File: config.mk
export PLATFORM = sky130hd
export DESIGN_NAME = id_stage
export DESIGN_NICKNAME = d
export VERILOG_FILES = /design/src/hdl/mips_id_pkg.sv /design/src/hdl/branch_issue.sv /design/src/hdl/id_stage.sv /design/src/hdl/inst_decoder.sv /design/src/hdl/operand_forward.sv
export SDC_FILE = /design/constraint.sdc
export NUM_CORES = 1
export LEC_CHECK = 0
export BUFFER_PORTS_ARGS = -buffer_cell sky130_fd_sc_hd__buf_2
export CAP_MARGIN = 20
export CORE_MARGIN = 2
export CORE_UTILIZATION = 47
export DETAILED_ROUTE_END_ITERATION = 10
export PLACE_DENSITY = 0.78
export SLEW_MARGIN = 5
export SYNTH_ARGS = -nofsm -noshare
export SYNTH_HDL_FRONTEND = slang
export SYNTH_SLANG_ARGS = --single-unit
File: constraint.sdc
create_clock -name clk_i -period 8.8 [get_ports clk_i]
set_input_delay 1.32 -clock clk_i [delete_from_list [all_inputs] [get_ports clk_i]]
set_output_delay 1.32 -clock clk_i [all_outputs]
set_load 0.03 [all_outputs]
File: src/hdl/mips_id_pkg.sv
package mips_id_pkg;

	localparam int WORD_W       = 32;
	localparam int REG_ADDR_W   = 5;
	localparam int NUM_OPERANDS = 2;

	localparam logic [REG_ADDR_W-1:0] LINK_REG = 5'd31; // written by JAL

	// primary opcodes, inst[31:26]
	typedef enum logic [5:0] {
		OP_SPECIAL = 6'b000000,
		OP_REGIMM  = 6'b000001,
		OP_J       = 6'b000010,
		OP_JAL     = 6'b000011,
		OP_BEQ     = 6'b000100,
		OP_BNE     = 6'b000101,
		OP_BLEZ    = 6'b000110,
		OP_BGTZ    = 6'b000111,
		OP_ADDIU   = 6'b001001,
		OP_SLTI    = 6'b001010,
		OP_ANDI    = 6'b001100,
		OP_ORI     = 6'b001101,
		OP_XORI    = 6'b001110,
		OP_LUI     = 6'b001111,
		OP_LW      = 6'b100011,
		OP_SW      = 6'b101011,
		OP_PREF    = 6'b110011  // treated as nop
	} opcode_e;

	// SPECIAL function field, inst[5:0]
	typedef enum logic [5:0] {
		FN_SLL  = 6'b000000,
		FN_SRL  = 6'b000010,
		FN_SRA  = 6'b000011,
		FN_JR   = 6'b001000,
		FN_SYNC = 6'b001111,
		FN_ADDU = 6'b100001,
		FN_SUBU = 6'b100011,
		FN_AND  = 6'b100100,
		FN_OR   = 6'b100101,
		FN_XOR  = 6'b100110,
		FN_NOR  = 6'b100111,
		FN_SLT  = 6'b101010,
		FN_SLTU = 6'b101011
	} funct_e;

	// REGIMM rt field
	typedef enum logic [4:0] {
		RI_BLTZ = 5'b00000,
		RI_BGEZ = 5'b00001
	} regimm_e;

	typedef enum logic [7:0] {
		ALU_NOP  = 8'b00000000,
		ALU_AND  = 8'b00100100,
		ALU_OR   = 8'b00100101,
		ALU_XOR  = 8'b00100110,
		ALU_NOR  = 8'b00100111,
		ALU_SLL  = 8'b01111100,
		ALU_SRL  = 8'b00000010,
		ALU_SRA  = 8'b00000011,
		ALU_SLT  = 8'b00101010,
		ALU_SLTU = 8'b00101011,
		ALU_ADDU = 8'b00100001,
		ALU_SUBU = 8'b00100011,
		ALU_J    = 8'b01001111,
		ALU_JAL  = 8'b01010000,
		ALU_JR   = 8'b00001000,
		ALU_BEQ  = 8'b01010001,
		ALU_BNE  = 8'b01010010,
		ALU_BLEZ = 8'b01010011,
		ALU_BGTZ = 8'b01010100,
		ALU_BGEZ = 8'b01000001,
		ALU_BLTZ = 8'b01000000,
		ALU_LW   = 8'b11100011,
		ALU_SW   = 8'b11101011
	} alu_op_e;

	typedef enum logic [2:0] {
		SEL_NOP         = 3'b000,
		SEL_LOGIC       = 3'b001,
		SEL_SHIFT       = 3'b010,
		SEL_ARITH       = 3'b100,
		SEL_JUMP_BRANCH = 3'b110,
		SEL_LOAD_STORE  = 3'b111
	} alu_sel_e;

endpackage

File: src/hdl/branch_issue.sv
`timescale 1ns/1ps

module branch_issue import mips_id_pkg::*; (
	input  logic                    clk_i,
	input  logic                    rst_i,
	input  logic                    valid_i,
	input  logic [WORD_W-1:0]       pc_i,
	input  logic [WORD_W-1:0]       inst_i,
	input  alu_op_e                 aluop_i,
	input  alu_sel_e                alusel_i,
	input  logic [REG_ADDR_W-1:0]   wd_i,
	input  logic                    wreg_i,
	input  logic                    jump_i,
	input  logic                    cond_branch_i,
	input  logic [WORD_W-1:0]       reg1_i,
	input  logic [WORD_W-1:0]       reg2_i,
	output logic                    valid_o,
	output alu_op_e                 aluop_o,
	output alu_sel_e                alusel_o,
	output logic [REG_ADDR_W-1:0]   wd_o,
	output logic                    wreg_o,
	output logic [WORD_W-1:0]       reg1_o,
	output logic [WORD_W-1:0]       reg2_o,
	output logic                    branch_flag_o,
	output logic [WORD_W-1:0]       branch_target_o,
	output logic [WORD_W-1:0]       link_addr_o,
	output logic                    next_inst_in_delayslot_o
);

	logic [WORD_W-1:0] pc_plus4;
	logic [WORD_W-1:0] br_offset;
	logic [WORD_W-1:0] jump_addr;
	logic [WORD_W-1:0] target;
	logic              cond_met;
	logic              taken;
	logic              reg1_zero;

	assign pc_plus4  = pc_i + WORD_W'(4);
	assign br_offset = {{14{inst_i[15]}}, inst_i[15:0], 2'b00};
	assign jump_addr = {pc_plus4[WORD_W-1 -: 4], inst_i[25:0], 2'b00};
	assign reg1_zero = (reg1_i == '0);

	always_comb begin
		case (aluop_i)
			ALU_BEQ:  cond_met = (reg1_i == reg2_i);
			ALU_BNE:  cond_met = (reg1_i != reg2_i);
			ALU_BGTZ: cond_met = !reg1_i[WORD_W-1] && !reg1_zero;
			ALU_BLEZ: cond_met = reg1_i[WORD_W-1] || reg1_zero;
			ALU_BGEZ: cond_met = !reg1_i[WORD_W-1];
			ALU_BLTZ: cond_met = reg1_i[WORD_W-1];
			default:  cond_met = 1'b0;
		endcase
	end

	assign taken = jump_i || (cond_branch_i && cond_met);

	always_comb begin
		if (cond_branch_i)
			target = pc_plus4 + br_offset;
		else if (aluop_i == ALU_JR)
			target = reg1_i; // forwarded rs
		else if (jump_i)
			target = jump_addr;
		else
			target = '0;
	end

	// control toward EX, cleared on a bubble
	always_ff @(posedge clk_i) begin
		if (rst_i) begin
			valid_o                  <= 1'b0;
			aluop_o                  <= ALU_NOP;
			alusel_o                 <= SEL_NOP;
			wreg_o                   <= 1'b0;
			branch_flag_o            <= 1'b0;
			next_inst_in_delayslot_o <= 1'b0;
		end else begin
			valid_o                  <= valid_i;
			aluop_o                  <= valid_i ? aluop_i : ALU_NOP;
			alusel_o                 <= valid_i ? alusel_i : SEL_NOP;
			wreg_o                   <= valid_i && wreg_i;
			branch_flag_o            <= valid_i && taken;
			next_inst_in_delayslot_o <= valid_i && taken;
		end
	end

	always_ff @(posedge clk_i) begin
		if (valid_i) begin
			wd_o            <= wd_i;
			reg1_o          <= reg1_i;
			reg2_o          <= reg2_i;
			branch_target_o <= target;
			link_addr_o     <= (aluop_i == ALU_JAL) ? pc_i + WORD_W'(8) : '0;
		end
	end

endmodule

File: src/hdl/id_stage.sv
`timescale 1ns/1ps

module id_stage import mips_id_pkg::*; (
	input  logic                                      clk_i,
	input  logic                                      rst_i,
	input  logic                                      inst_valid_i,
	input  logic [WORD_W-1:0]                         inst_i,
	input  logic [WORD_W-1:0]                         pc_i,
	input  logic [NUM_OPERANDS-1:0][WORD_W-1:0]       reg_rdata_i,
	input  logic                                      ex_wreg_i,
	input  logic [REG_ADDR_W-1:0]                     ex_wd_i,
	input  logic [WORD_W-1:0]                         ex_wdata_i,
	input  alu_op_e                                   ex_aluop_i,
	input  logic                                      mem_wreg_i,
	input  logic [REG_ADDR_W-1:0]                     mem_wd_i,
	input  logic [WORD_W-1:0]                         mem_wdata_i,
	output logic                                      stall_o,
	output logic [NUM_OPERANDS-1:0][REG_ADDR_W-1:0]   reg_raddr_o,
	output logic                                      valid_o,
	output alu_op_e                                   aluop_o,
	output alu_sel_e                                  alusel_o,
	output logic [REG_ADDR_W-1:0]                     wd_o,
	output logic                                      wreg_o,
	output logic [WORD_W-1:0]                         reg1_o,
	output logic [WORD_W-1:0]                         reg2_o,
	output logic                                      branch_flag_o,
	output logic [WORD_W-1:0]                         branch_target_o,
	output logic [WORD_W-1:0]                         link_addr_o,
	output logic                                      next_inst_in_delayslot_o
);

	alu_op_e                                 dec_aluop;
	alu_sel_e                                dec_alusel;
	logic [REG_ADDR_W-1:0]                   dec_wd;
	logic                                    dec_wreg;
	logic [NUM_OPERANDS-1:0]                 dec_read_en;
	logic [WORD_W-1:0]                       dec_imm;
	logic                                    dec_jump;
	logic                                    dec_cond_branch;
	logic [NUM_OPERANDS-1:0][WORD_W-1:0]     operand;
	logic [NUM_OPERANDS-1:0]                 slot_stall;

	inst_decoder u_decoder (
		.inst_i        (inst_i),
		.pc_i          (pc_i),
		.aluop_o       (dec_aluop),
		.alusel_o      (dec_alusel),
		.wd_o          (dec_wd),
		.wreg_o        (dec_wreg),
		.read_en_o     (dec_read_en),
		.raddr_o       (reg_raddr_o),
		.imm_o         (dec_imm),
		.jump_o        (dec_jump),
		.cond_branch_o (dec_cond_branch)
	);

	for (genvar i = 0; i < NUM_OPERANDS; i++) begin : g_slot
		operand_forward u_fwd (
			.read_en_i   (dec_read_en[i]),
			.raddr_i     (reg_raddr_o[i]),
			.imm_i       (dec_imm),
			.reg_rdata_i (reg_rdata_i[i]),
			.ex_wreg_i   (ex_wreg_i),
			.ex_wd_i     (ex_wd_i),
			.ex_wdata_i  (ex_wdata_i),
			.ex_aluop_i  (ex_aluop_i),
			.mem_wreg_i  (mem_wreg_i),
			.mem_wd_i    (mem_wd_i),
			.mem_wdata_i (mem_wdata_i),
			.operand_o   (operand[i]),
			.stall_o     (slot_stall[i])
		);
	end

	assign stall_o = |slot_stall;

	branch_issue u_issue (
		.clk_i                    (clk_i),
		.rst_i                    (rst_i),
		.valid_i                  (inst_valid_i && !stall_o), // stalled word is dropped
		.pc_i                     (pc_i),
		.inst_i                   (inst_i),
		.aluop_i                  (dec_aluop),
		.alusel_i                 (dec_alusel),
		.wd_i                     (dec_wd),
		.wreg_i                   (dec_wreg),
		.jump_i                   (dec_jump),
		.cond_branch_i            (dec_cond_branch),
		.reg1_i                   (operand[0]),
		.reg2_i                   (operand[1]),
		.valid_o                  (valid_o),
		.aluop_o                  (aluop_o),
		.alusel_o                 (alusel_o),
		.wd_o                     (wd_o),
		.wreg_o                   (wreg_o),
		.reg1_o                   (reg1_o),
		.reg2_o                   (reg2_o),
		.branch_flag_o            (branch_flag_o),
		.branch_target_o          (branch_target_o),
		.link_addr_o              (link_addr_o),
		.next_inst_in_delayslot_o (next_inst_in_delayslot_o)
	);

endmodule

File: src/hdl/inst_decoder.sv
`timescale 1ns/1ps

module inst_decoder import mips_id_pkg::*; (
	input  logic [WORD_W-1:0]                         inst_i,
	input  logic [WORD_W-1:0]                         pc_i,
	output alu_op_e                                   aluop_o,
	output alu_sel_e                                  alusel_o,
	output logic [REG_ADDR_W-1:0]                     wd_o,
	output logic                                      wreg_o,
	output logic [NUM_OPERANDS-1:0]                   read_en_o,
	output logic [NUM_OPERANDS-1:0][REG_ADDR_W-1:0]   raddr_o,
	output logic [WORD_W-1:0]                         imm_o,
	output logic                                      jump_o,
	output logic                                      cond_branch_o
);

	opcode_e                 op;
	funct_e                  fn;
	regimm_e                 ri;
	logic [REG_ADDR_W-1:0]   rs;
	logic [REG_ADDR_W-1:0]   rt;
	logic [REG_ADDR_W-1:0]   rd;
	logic [WORD_W-1:0]       imm_sext;
	logic [WORD_W-1:0]       imm_zext;

	assign op = opcode_e'(inst_i[31:26]);
	assign fn = funct_e'(inst_i[5:0]);
	assign ri = regimm_e'(inst_i[20:16]);
	assign rs = inst_i[25:21];
	assign rt = inst_i[20:16];
	assign rd = inst_i[15:11];

	assign imm_sext = {{16{inst_i[15]}}, inst_i[15:0]};
	assign imm_zext = {16'h0000, inst_i[15:0]};

	function automatic alu_op_e rtype_op(funct_e f);
		case (f)
			FN_ADDU: return ALU_ADDU;
			FN_SUBU: return ALU_SUBU;
			FN_SLT:  return ALU_SLT;
			FN_SLTU: return ALU_SLTU;
			FN_AND:  return ALU_AND;
			FN_OR:   return ALU_OR;
			FN_XOR:  return ALU_XOR;
			FN_NOR:  return ALU_NOR;
			FN_SLL:  return ALU_SLL;
			FN_SRL:  return ALU_SRL;
			FN_SRA:  return ALU_SRA;
			default: return ALU_NOP;
		endcase
	endfunction

	always_comb begin
		aluop_o       = ALU_NOP;
		alusel_o      = SEL_NOP;
		wd_o          = rd;
		wreg_o        = 1'b0;
		read_en_o     = '0;
		raddr_o[0]    = rs;
		raddr_o[1]    = rt;
		imm_o         = '0;
		jump_o        = 1'b0;
		cond_branch_o = 1'b0;
		case (op)
			OP_SPECIAL: begin
				case (fn)
					FN_ADDU, FN_SUBU, FN_SLT, FN_SLTU, FN_AND, FN_OR, FN_XOR, FN_NOR: begin
						aluop_o   = rtype_op(fn);
						alusel_o  = (fn inside {FN_AND, FN_OR, FN_XOR, FN_NOR}) ? SEL_LOGIC
						                                                        : SEL_ARITH;
						wreg_o    = 1'b1;
						read_en_o = '1;
					end
					FN_SLL, FN_SRL, FN_SRA: begin
						if (rs == '0) begin // rs must be zero for shift by shamt
							aluop_o      = rtype_op(fn);
							alusel_o     = SEL_SHIFT;
							wreg_o       = 1'b1;
							read_en_o[1] = 1'b1;
							imm_o        = WORD_W'(inst_i[10:6]);
						end
					end
					FN_JR: begin
						aluop_o      = ALU_JR;
						alusel_o     = SEL_JUMP_BRANCH;
						read_en_o[0] = 1'b1;
						jump_o       = 1'b1;
					end
					FN_SYNC: ; // nop
					default: ;
				endcase
			end
			OP_ADDIU, OP_SLTI, OP_ANDI, OP_ORI, OP_XORI, OP_LUI, OP_LW: begin
				wd_o         = rt;
				wreg_o       = 1'b1;
				read_en_o[0] = 1'b1;
				case (op)
					OP_ADDIU: aluop_o = ALU_ADDU;
					OP_SLTI:  aluop_o = ALU_SLT;
					OP_ANDI:  aluop_o = ALU_AND;
					OP_XORI:  aluop_o = ALU_XOR;
					OP_LW:    aluop_o = ALU_LW;
					default:  aluop_o = ALU_OR; // ori, lui
				endcase
				case (op)
					OP_ADDIU, OP_SLTI: alusel_o = SEL_ARITH;
					OP_LW:             alusel_o = SEL_LOAD_STORE;
					default:           alusel_o = SEL_LOGIC;
				endcase
				if (op inside {OP_ANDI, OP_ORI, OP_XORI})
					imm_o = imm_zext;
				else if (op == OP_LUI)
					imm_o = {inst_i[15:0], 16'h0000};
				else
					imm_o = imm_sext;
				if (op == OP_LUI)
					raddr_o[0] = '0; // or with $zero
			end
			OP_SW: begin
				aluop_o   = ALU_SW;
				alusel_o  = SEL_LOAD_STORE;
				read_en_o = '1;
				imm_o     = imm_sext;
			end
			OP_BEQ, OP_BNE, OP_BLEZ, OP_BGTZ: begin
				alusel_o      = SEL_JUMP_BRANCH;
				cond_branch_o = 1'b1;
				read_en_o[0]  = 1'b1;
				read_en_o[1]  = (op == OP_BEQ) || (op == OP_BNE);
				case (op)
					OP_BEQ:  aluop_o = ALU_BEQ;
					OP_BNE:  aluop_o = ALU_BNE;
					OP_BLEZ: aluop_o = ALU_BLEZ;
					default: aluop_o = ALU_BGTZ;
				endcase
			end
			OP_REGIMM: begin
				if (ri == RI_BGEZ || ri == RI_BLTZ) begin
					aluop_o       = (ri == RI_BGEZ) ? ALU_BGEZ : ALU_BLTZ;
					alusel_o      = SEL_JUMP_BRANCH;
					cond_branch_o = 1'b1;
					read_en_o[0]  = 1'b1;
				end
			end
			OP_J: begin
				aluop_o  = ALU_J;
				alusel_o = SEL_JUMP_BRANCH;
				jump_o   = 1'b1;
			end
			OP_JAL: begin
				aluop_o  = ALU_JAL;
				alusel_o = SEL_JUMP_BRANCH;
				jump_o   = 1'b1;
				wreg_o   = 1'b1;
				wd_o     = LINK_REG;
				imm_o    = pc_i + WORD_W'(8); // link value rides the operand path
			end
			OP_PREF: ;
			default: ;
		endcase
	end

endmodule

File: src/hdl/operand_forward.sv
`timescale 1ns/1ps

module operand_forward import mips_id_pkg::*; (
	input  logic                    read_en_i,
	input  logic [REG_ADDR_W-1:0]   raddr_i,
	input  logic [WORD_W-1:0]       imm_i,
	input  logic [WORD_W-1:0]       reg_rdata_i,
	input  logic                    ex_wreg_i,
	input  logic [REG_ADDR_W-1:0]   ex_wd_i,
	input  logic [WORD_W-1:0]       ex_wdata_i,
	input  alu_op_e                 ex_aluop_i,
	input  logic                    mem_wreg_i,
	input  logic [REG_ADDR_W-1:0]   mem_wd_i,
	input  logic [WORD_W-1:0]       mem_wdata_i,
	output logic [WORD_W-1:0]       operand_o,
	output logic                    stall_o
);

	logic reads_nonzero;
	logic ex_hit;
	logic mem_hit;

	// $zero never matches a producer
	assign reads_nonzero = read_en_i && (raddr_i != '0);
	assign ex_hit        = reads_nonzero && (ex_wd_i == raddr_i);
	assign mem_hit       = reads_nonzero && mem_wreg_i && (mem_wd_i == raddr_i);

	// load data not ready until after MEM
	assign stall_o = ex_hit && (ex_aluop_i == ALU_LW);

	always_comb begin
		if (!read_en_i)
			operand_o = imm_i;
		else if (ex_hit && ex_wreg_i)
			operand_o = ex_wdata_i;
		else if (mem_hit)
			operand_o = mem_wdata_i;
		else
			operand_o = reg_rdata_i;
	end

endmodule

* Word-level counts from Yosys, hierarchy flattened
Cells that the tools add are included.
** Storage, ports and cells
- Bits in registers :: 147
- Input bits :: 215
- Word-level logic and storage cells :: 143
** Operators by class
- $add $sub $neg :: 3
- Equal/unequal tests :: 42
- Muxes and demuxes :: 42
- Bitwise operators :: 1
- Reductions and logical operators :: 45
** Operator list (number)
- two-way mux 32 bit :: 11
- one-hot mux 32 bit (4 select lines) :: 1
- one-hot mux 7 bit (11 select lines) :: 1
- equality test 6 bit, second input constant :: 10
- equality test 8 x 7 -> 1 bit, second input constant :: 7
- one-hot mux 8 bit (7 select lines) :: 1
- equality test 6 x 4 -> 1 bit, second input constant :: 7
- one-hot mux 8 bit (5 select lines) :: 1
- adder 32 x 3 -> 32 bit, second input constant :: 1
- adder 32 bit :: 1
- adder 32 x 4 -> 32 bit, second input constant :: 1
- equality test 32 bit :: 1
- zero test 32 bit :: 1
- != test 32 bit :: 1
- two-way mux 31 bit :: 1
- equality test 6 x 2 -> 1 bit, second input constant :: 4
- equality test 6 x 3 -> 1 bit, second input constant :: 4
- one-hot mux 8 bit (3 select lines) :: 1
- equality test 5 bit :: 4
- one-hot mux 3 bit (3 select lines) :: 2
- logical AND 1 bit :: 17
- two-way mux 8 bit :: 2
- OR reduction 8 bit :: 2
- two-way mux 5 bit :: 3
- 28 further kinds :: 48

* Logic depth before layout (Yosys ltp)
- Depth after elaboration :: 17
- Depth in mapped cells :: 18
- Gate-level depth less buffers :: 17

* By module
Synthesis repeated with hierarchy kept, for this count alone.
** Unflattened totals
- Cells, all modules :: 1408
- Area, all modules :: 12622.1 um2
** By module, submodules not included
- branch_issue :: times used 1, cells each 781, area an instance 8344.3 um2, sequential area each 4274.1 um2
- operand_forward :: times used 2, cells each 167, area an instance 1174.9 um2, sequential area each 0.0 um2
- inst_decoder :: times used 1, cells each 291, area an instance 1914.3 um2, sequential area each 0.0 um2
- id_stage :: times used 1, cells each 2, area an instance 13.8 um2, sequential area each 0.0 um2

* Worst setup path after synthesis
Ideal clock, no wire load.
- Kind :: input port to flip-flop
- Start point :: input port inst_i[3]
- End point :: register u_issue.aluop_o[4]
- Library setup time :: 0.075 ns
- Arrival time :: 9.330 ns
- Slack :: -0.605 ns
- Stages :: 13
- Cells stage by stage :: buf_4 mux2_2 nand3_1 nor2_1 or3_1 a22oi_1 nor3_1 nor2b_1 nand2b_1 clkbuf_1 inv_1 o21ai_1 a31oi_1
** Between the ends
- Cells in the longest elaborated chain, start to end :: 12
** Ends and longest elaborated chain
- start: declaration :: RTL line id_stage.sv:7 : input logic [WORD_W-1:0] inst_i,
- equality test 6 bit, or another cell as far along :: RTL line inst_decoder.sv:66 : case (fn)
- OR reduction 8 bit, or another cell as far along
- one-hot mux 1 bit (2 select lines) / two-way mux 1 bit (equally long branches) :: RTL line inst_decoder.sv:66
- one-hot mux 1 bit (3 select lines) :: RTL line inst_decoder.sv:64 : case (op)
- logical AND 1 bit :: RTL line operand_forward.sv:24 : assign reads_nonzero = read_en_i && (raddr_i != '0);
- logical AND 1 bit :: RTL line operand_forward.sv:25 : assign ex_hit = reads_nonzero && (ex_wd_i == raddr_i);
- logical AND 1 bit :: RTL line operand_forward.sv:29 : assign stall_o = ex_hit && (ex_aluop_i == ALU_LW);
- OR reduction 2 bit * :: RTL line id_stage.sv:75 : assign stall_o = |slot_stall;
- net stall_o :: RTL line id_stage.sv:17 : output logic stall_o,
- zero test 1 bit * :: RTL line id_stage.sv:80 : .valid_i (inst_valid_i && !stall_o),
- logical AND 1 bit * :: RTL line id_stage.sv:80
- net u_issue.valid_i :: RTL line branch_issue.sv:6 : input logic valid_i,
- inverter 1 bit (no source line) *
- OR reduction 2 bit (no source line) *
- end signal: assignment :: RTL line branch_issue.sv:79 : aluop_o <= valid_i ? aluop_i : ALU_NOP;
- end: declaration :: RTL line branch_issue.sv:18 : output alu_op_e aluop_o,
The timed path passes the listed nets; every way through them passes the cells marked *.
A chain may end at the register's enable or synchronous reset.

* Worst setup path in the final report
- Start point :: input port inst_i[28]
- End point :: register u_issue.branch_flag_o
** Between the ends
- Cells in the longest elaborated chain, start to end :: 17
** Ends and longest elaborated chain
- equality test 6 x 4 -> 1 bit, or another cell as far along :: RTL line inst_decoder.sv:64, inst_decoder.sv:97
- OR reduction 7 bit / two-way mux 5 bit (equally long branches)
- two-way mux 5 bit :: RTL line inst_decoder.sv:64
- nonzero test 5 bit :: RTL line operand_forward.sv:24
- logical AND 1 bit :: RTL line operand_forward.sv:24
- logical AND 1 bit (2 in series) :: RTL line operand_forward.sv:26 : assign mem_hit = reads_nonzero && mem_wreg_i && (mem_wd_i == raddr_i);
- two-way mux 32 bit :: RTL line operand_forward.sv:36 : else if (mem_hit)
- two-way mux 32 bit :: RTL line operand_forward.sv:34 : else if (ex_hit && ex_wreg_i)
- two-way mux 32 bit :: RTL line operand_forward.sv:32 : if (!read_en_i)
- zero test 32 bit :: RTL line branch_issue.sv:41 : assign reg1_zero = (reg1_i == '0);
- zero test 1 bit :: RTL line branch_issue.sv:47 : ALU_BGTZ: cond_met = !reg1_i[WORD_W-1] && !reg1_zero;
- logical AND 1 bit :: RTL line branch_issue.sv:47
- one-hot mux 1 bit (6 select lines) :: RTL line branch_issue.sv:44 : case (aluop_i)
- logical AND 1 bit :: RTL line branch_issue.sv:55 : assign taken = jump_i || (cond_branch_i && cond_met);
- logical OR 1 bit :: RTL line branch_issue.sv:55
- logical AND 1 bit * :: RTL line branch_issue.sv:82 : branch_flag_o <= valid_i && taken;
- end signal: assignment :: RTL line branch_issue.sv:82
- end: declaration :: RTL line branch_issue.sv:24 : output logic branch_flag_o,
Mark *: on every way between the ends. The rest lies on a longest branch, timed or not.

==> summary.md <==
| Metric | Value |
|---|---|
| Ranking of synthesized cells by area | edfxtp_1 (36%), xnor2_1 (6.4%), mux2i_1 (3.9%) |
| Max-slew violations | 0 |
| Max_cap viols | 0 |
| Wire length per cell | 26.1 um |
| Die area | 24800 um2 |
| CORE AREA | 23300 um2 |
| # setup viols final | 0 |
| Proportion of layout cells with a drive suffix above 1 | 0.316 |
| Slew @ Worst Pin | 1.27 ns |
| Postcts setup bufs | 0 |
| Crit path time final | 6.12 ns |
| Register Area | 4270 um2 |
| Clock slew at reported path FFs | 0.07 ns |
| Avg Inst Size Synth | 9.51 um2 |
| Yosys warnings | 0 |
| Overflow after GRT | 0 |
| Placed Instances | 1803 |
| Final core occ | 0.592 |
| Crit path launch type | input pin |
| Post-synth EDFFs | 133 |
| Max IR drop VDD | 0.000130 V |
| # IOs | 374 |
| Hold-fix buffers at CTS | 0 |
| Worst EP arrival | 6.43 ns |
| Hold depth | 3 |
| H-tree depth | 4 |
| DPL Wire Length | 36800 um |
| Post-synth cell types | 87 |
| CTS tree | built |
| Iteration-0 DRC Markers | 1313 |
| Nature of the critical path endpoint | flip-flop |
| Worst Hold End | u_issue.branch_target_o[0]$_DFFE_PP_ |
| Fillcell total | 2134 |
| Sum of negative setup slack | 0 ns |
| Hold_sp | pc_i[0] |
| CTS Buf Count | 17 |
| Hold Vio Cnt, Final | 0 |
| # rows | 56 |
| Largest net degree at the start of global routing | 85 |
| Area growth syn-to-layout | 24.6% |
| Nets | 1751 |
| RSZ-0062 raised after global routing | no |
| Worst rel slew slack | 0.155 |
| PD cells | 157 nW/um2 |
| Worst Path Required | 9.11 ns |
| Clk sinks | 147 |
| FMAX | 163 MHz |
| Cell Area, Synth | 11100 um2 |
| Mean number of vias per cell | 6.35 |
| Post-CTS resize count | 0 |
| Multi-input gate area | 6290 um2 |
| Port Buffers | 373 |
| Yosys reg bits | 147 |
| Total GRT Usage | 0.376 |
| Pwr Total | 2.16 mW |
| Setup CP Type | input pin to flip-flop |
| Initial Util | 0.475 |
| Antenna violations before repair | 2 |
| Sequential fraction of the synthesis area | 0.387 |
| Worst hold slack | 1.20 ns |
| Syn nets | 1409 |
| Final ANT Viol Nets | 0 |
| # DRC | 0 |
| Fin cells | 1839 |
| Die Y-Extent | 157 um |
| Min-delay worst type | input pin to flip-flop |
| Die W | 157 um |
| CTS Buffer Depth | 2 |
| Total wire length | 48000 um |
| First-pass GRT wire length | 67600 um |
| Run status | finished, final reports clean |
| Largest area contributor in the netlist | edfxtp_1 |
| Final cycle utilization of the critical path | 0.695 |
| Drt pass-1 iters | 6 |
| CP max FO | 32 |
| Area share of the largest cell type after synthesis | 0.361 |
| Via count | 11700 |
| Vias in the first global route | 10800 |
| Top_reg_cell synth | edfxtp_1 |
| Synth async-reset ratio | 0 |
| Leakage | 5.81 nW |
| RePlAce Congestion | 1.04 |
| Root Buffer | clkbuf_16 |
| Post-Syn Instances | 1162 |
placed cells by master, fill, tap and decap left out, types with 9 or more instances in the layout:
cell type	instances
xor2_1	37
nand2b_1	10
o21ai_0	56
a221oi_1	27
buf_4	17
a21o_1	16
nand2_1	89
buf_2	373
inv_1	56
a22oi_1	11
nor3_1	27
o21a_1	12
a21oi_1	74
ha_1	31
a211oi_1	9
o221ai_1	11
xnor2_1	81
nand4_1	25
nor2_1	88
clkbuf_16	17
mux2i_1	43
nor4_1	14
dfxtp_1	14
edfxtp_1	133
and2_1	12
or3_1	18
nand3_1	28
mux2_2	26
flip-flops by register name, indices dropped and copies added, names as in the netlist:
name / cells
u_issue.reg2_o: 32
u_issue.valid_o: 1
u_issue.branch_target_o: 32
u_issue.link_addr_o: 32
u_issue.wreg_o: 1
u_issue.aluop_o: 8
u_issue.branch_flag_o: 1
u_issue.wd_o: 5
u_issue.alusel_o: 3
u_issue.reg1_o: 32
cell usage after synthesis (all sizes together), types with 11 or more instances:
library cell,number
edfxtp,133
nand2,89
nor2,88
xnor2,81
a21oi,75
o21ai,59
inv,56
mux2i,43
clkbuf,41
xor2,37
ha,31
mux2,31
nor3,30
a221oi,28
nand3,28
buf,27
nand4,25
or3,18
a21o,16
nor4,15
dfxtp,14
and2,13
o21a,12
a22oi,11
o221ai,11
metal layers:
metal | wire, um | up-vias | GRT usage
li1 | - | 5085 | -
met1 | 17900 | 5506 | 0.492
met3 | 5970 | 151 | 0.0765
met2 | 21800 | 929 | 0.599
met5 | 0 | - | 0
met4 | 2340 | 0 | 0.174
critical path, stage by stage:
cell	delay [ns]
buf_2	0.35
nand4bb_1	0.24
nor2_1	0.61
nor3_1	0.20
o311ai_4	0.12
buf_4	0.48
mux2_2	0.39
a221oi_1	1.03
nand4_1	0.17
nor4_1	0.57
nand4_1	0.36
mux2i_1	0.20
o21ai_0	0.23
o22ai_2	0.08
power breakdown:
part / switching, mW / internal, mW / total, mW
clock network: 0.348 / 0.426 / 0.773
logic: 0.375 / 0.189 / 0.564
registers: 0.0154 / 0.812 / 0.827
total: 0.738 / 1.43 / 2.16
kinds of logic (layout without fill, tap and decap cells):
kind of cell    after synthesis  in the layout  share of synthesized area
flops                       147            147                      0.387
buf+inv                     124            478                     0.0485
simple gates                366            366                      0.171
xor+xnor                    118            118                     0.0935
fa+ha+maj                    33             33                     0.0378
mux                          74             74                     0.0705
other cells                   0              4                          0
compound gates              300            300                      0.192
worst max path at each step:
stage | start | endpoint | cells past startpoint
detailed placement | inst_i[28] | u_issue.branch_flag_o$_SDFF_PP0_ | 14
global placement | inst_i[28] | u_issue.branch_flag_o$_SDFF_PP0_ | 14
global route | inst_i[28] | u_issue.branch_flag_o$_SDFF_PP0_ | 14
finish | inst_i[28] | u_issue.branch_flag_o$_SDFF_PP0_ | 14
CTS | inst_i[28] | u_issue.branch_flag_o$_SDFF_PP0_ | 14
floorplan | inst_i[3] | u_issue.aluop_o[4]$_SDFF_PP0_ | 13
per-stage QoR:
| stage | instance area, um2 | setup slack, ns |
|---|---|---|
| finish | 13800 | 2.68 |
| global route | 13800 | 2.46 |
| CTS | 13800 | 2.86 |
| detailed placement | 13200 | 2.42 |
| global placement | 13200 | 2.51 |
| floorplan | 11100 | 1.87 |
final cells by class:
class,instances,share of cell area
Clock inverter,14,0.0121
Antenna cell,4,0.000727
Multi-Input combinational cell,891,0.456
Timing Repair Buffer,391,0.145
Clock buffer,17,0.0309
Inverter,56,0.0153
Sequential cell,147,0.310
Tap cell,319,0.0290
(Power assumes the default switching activity.)
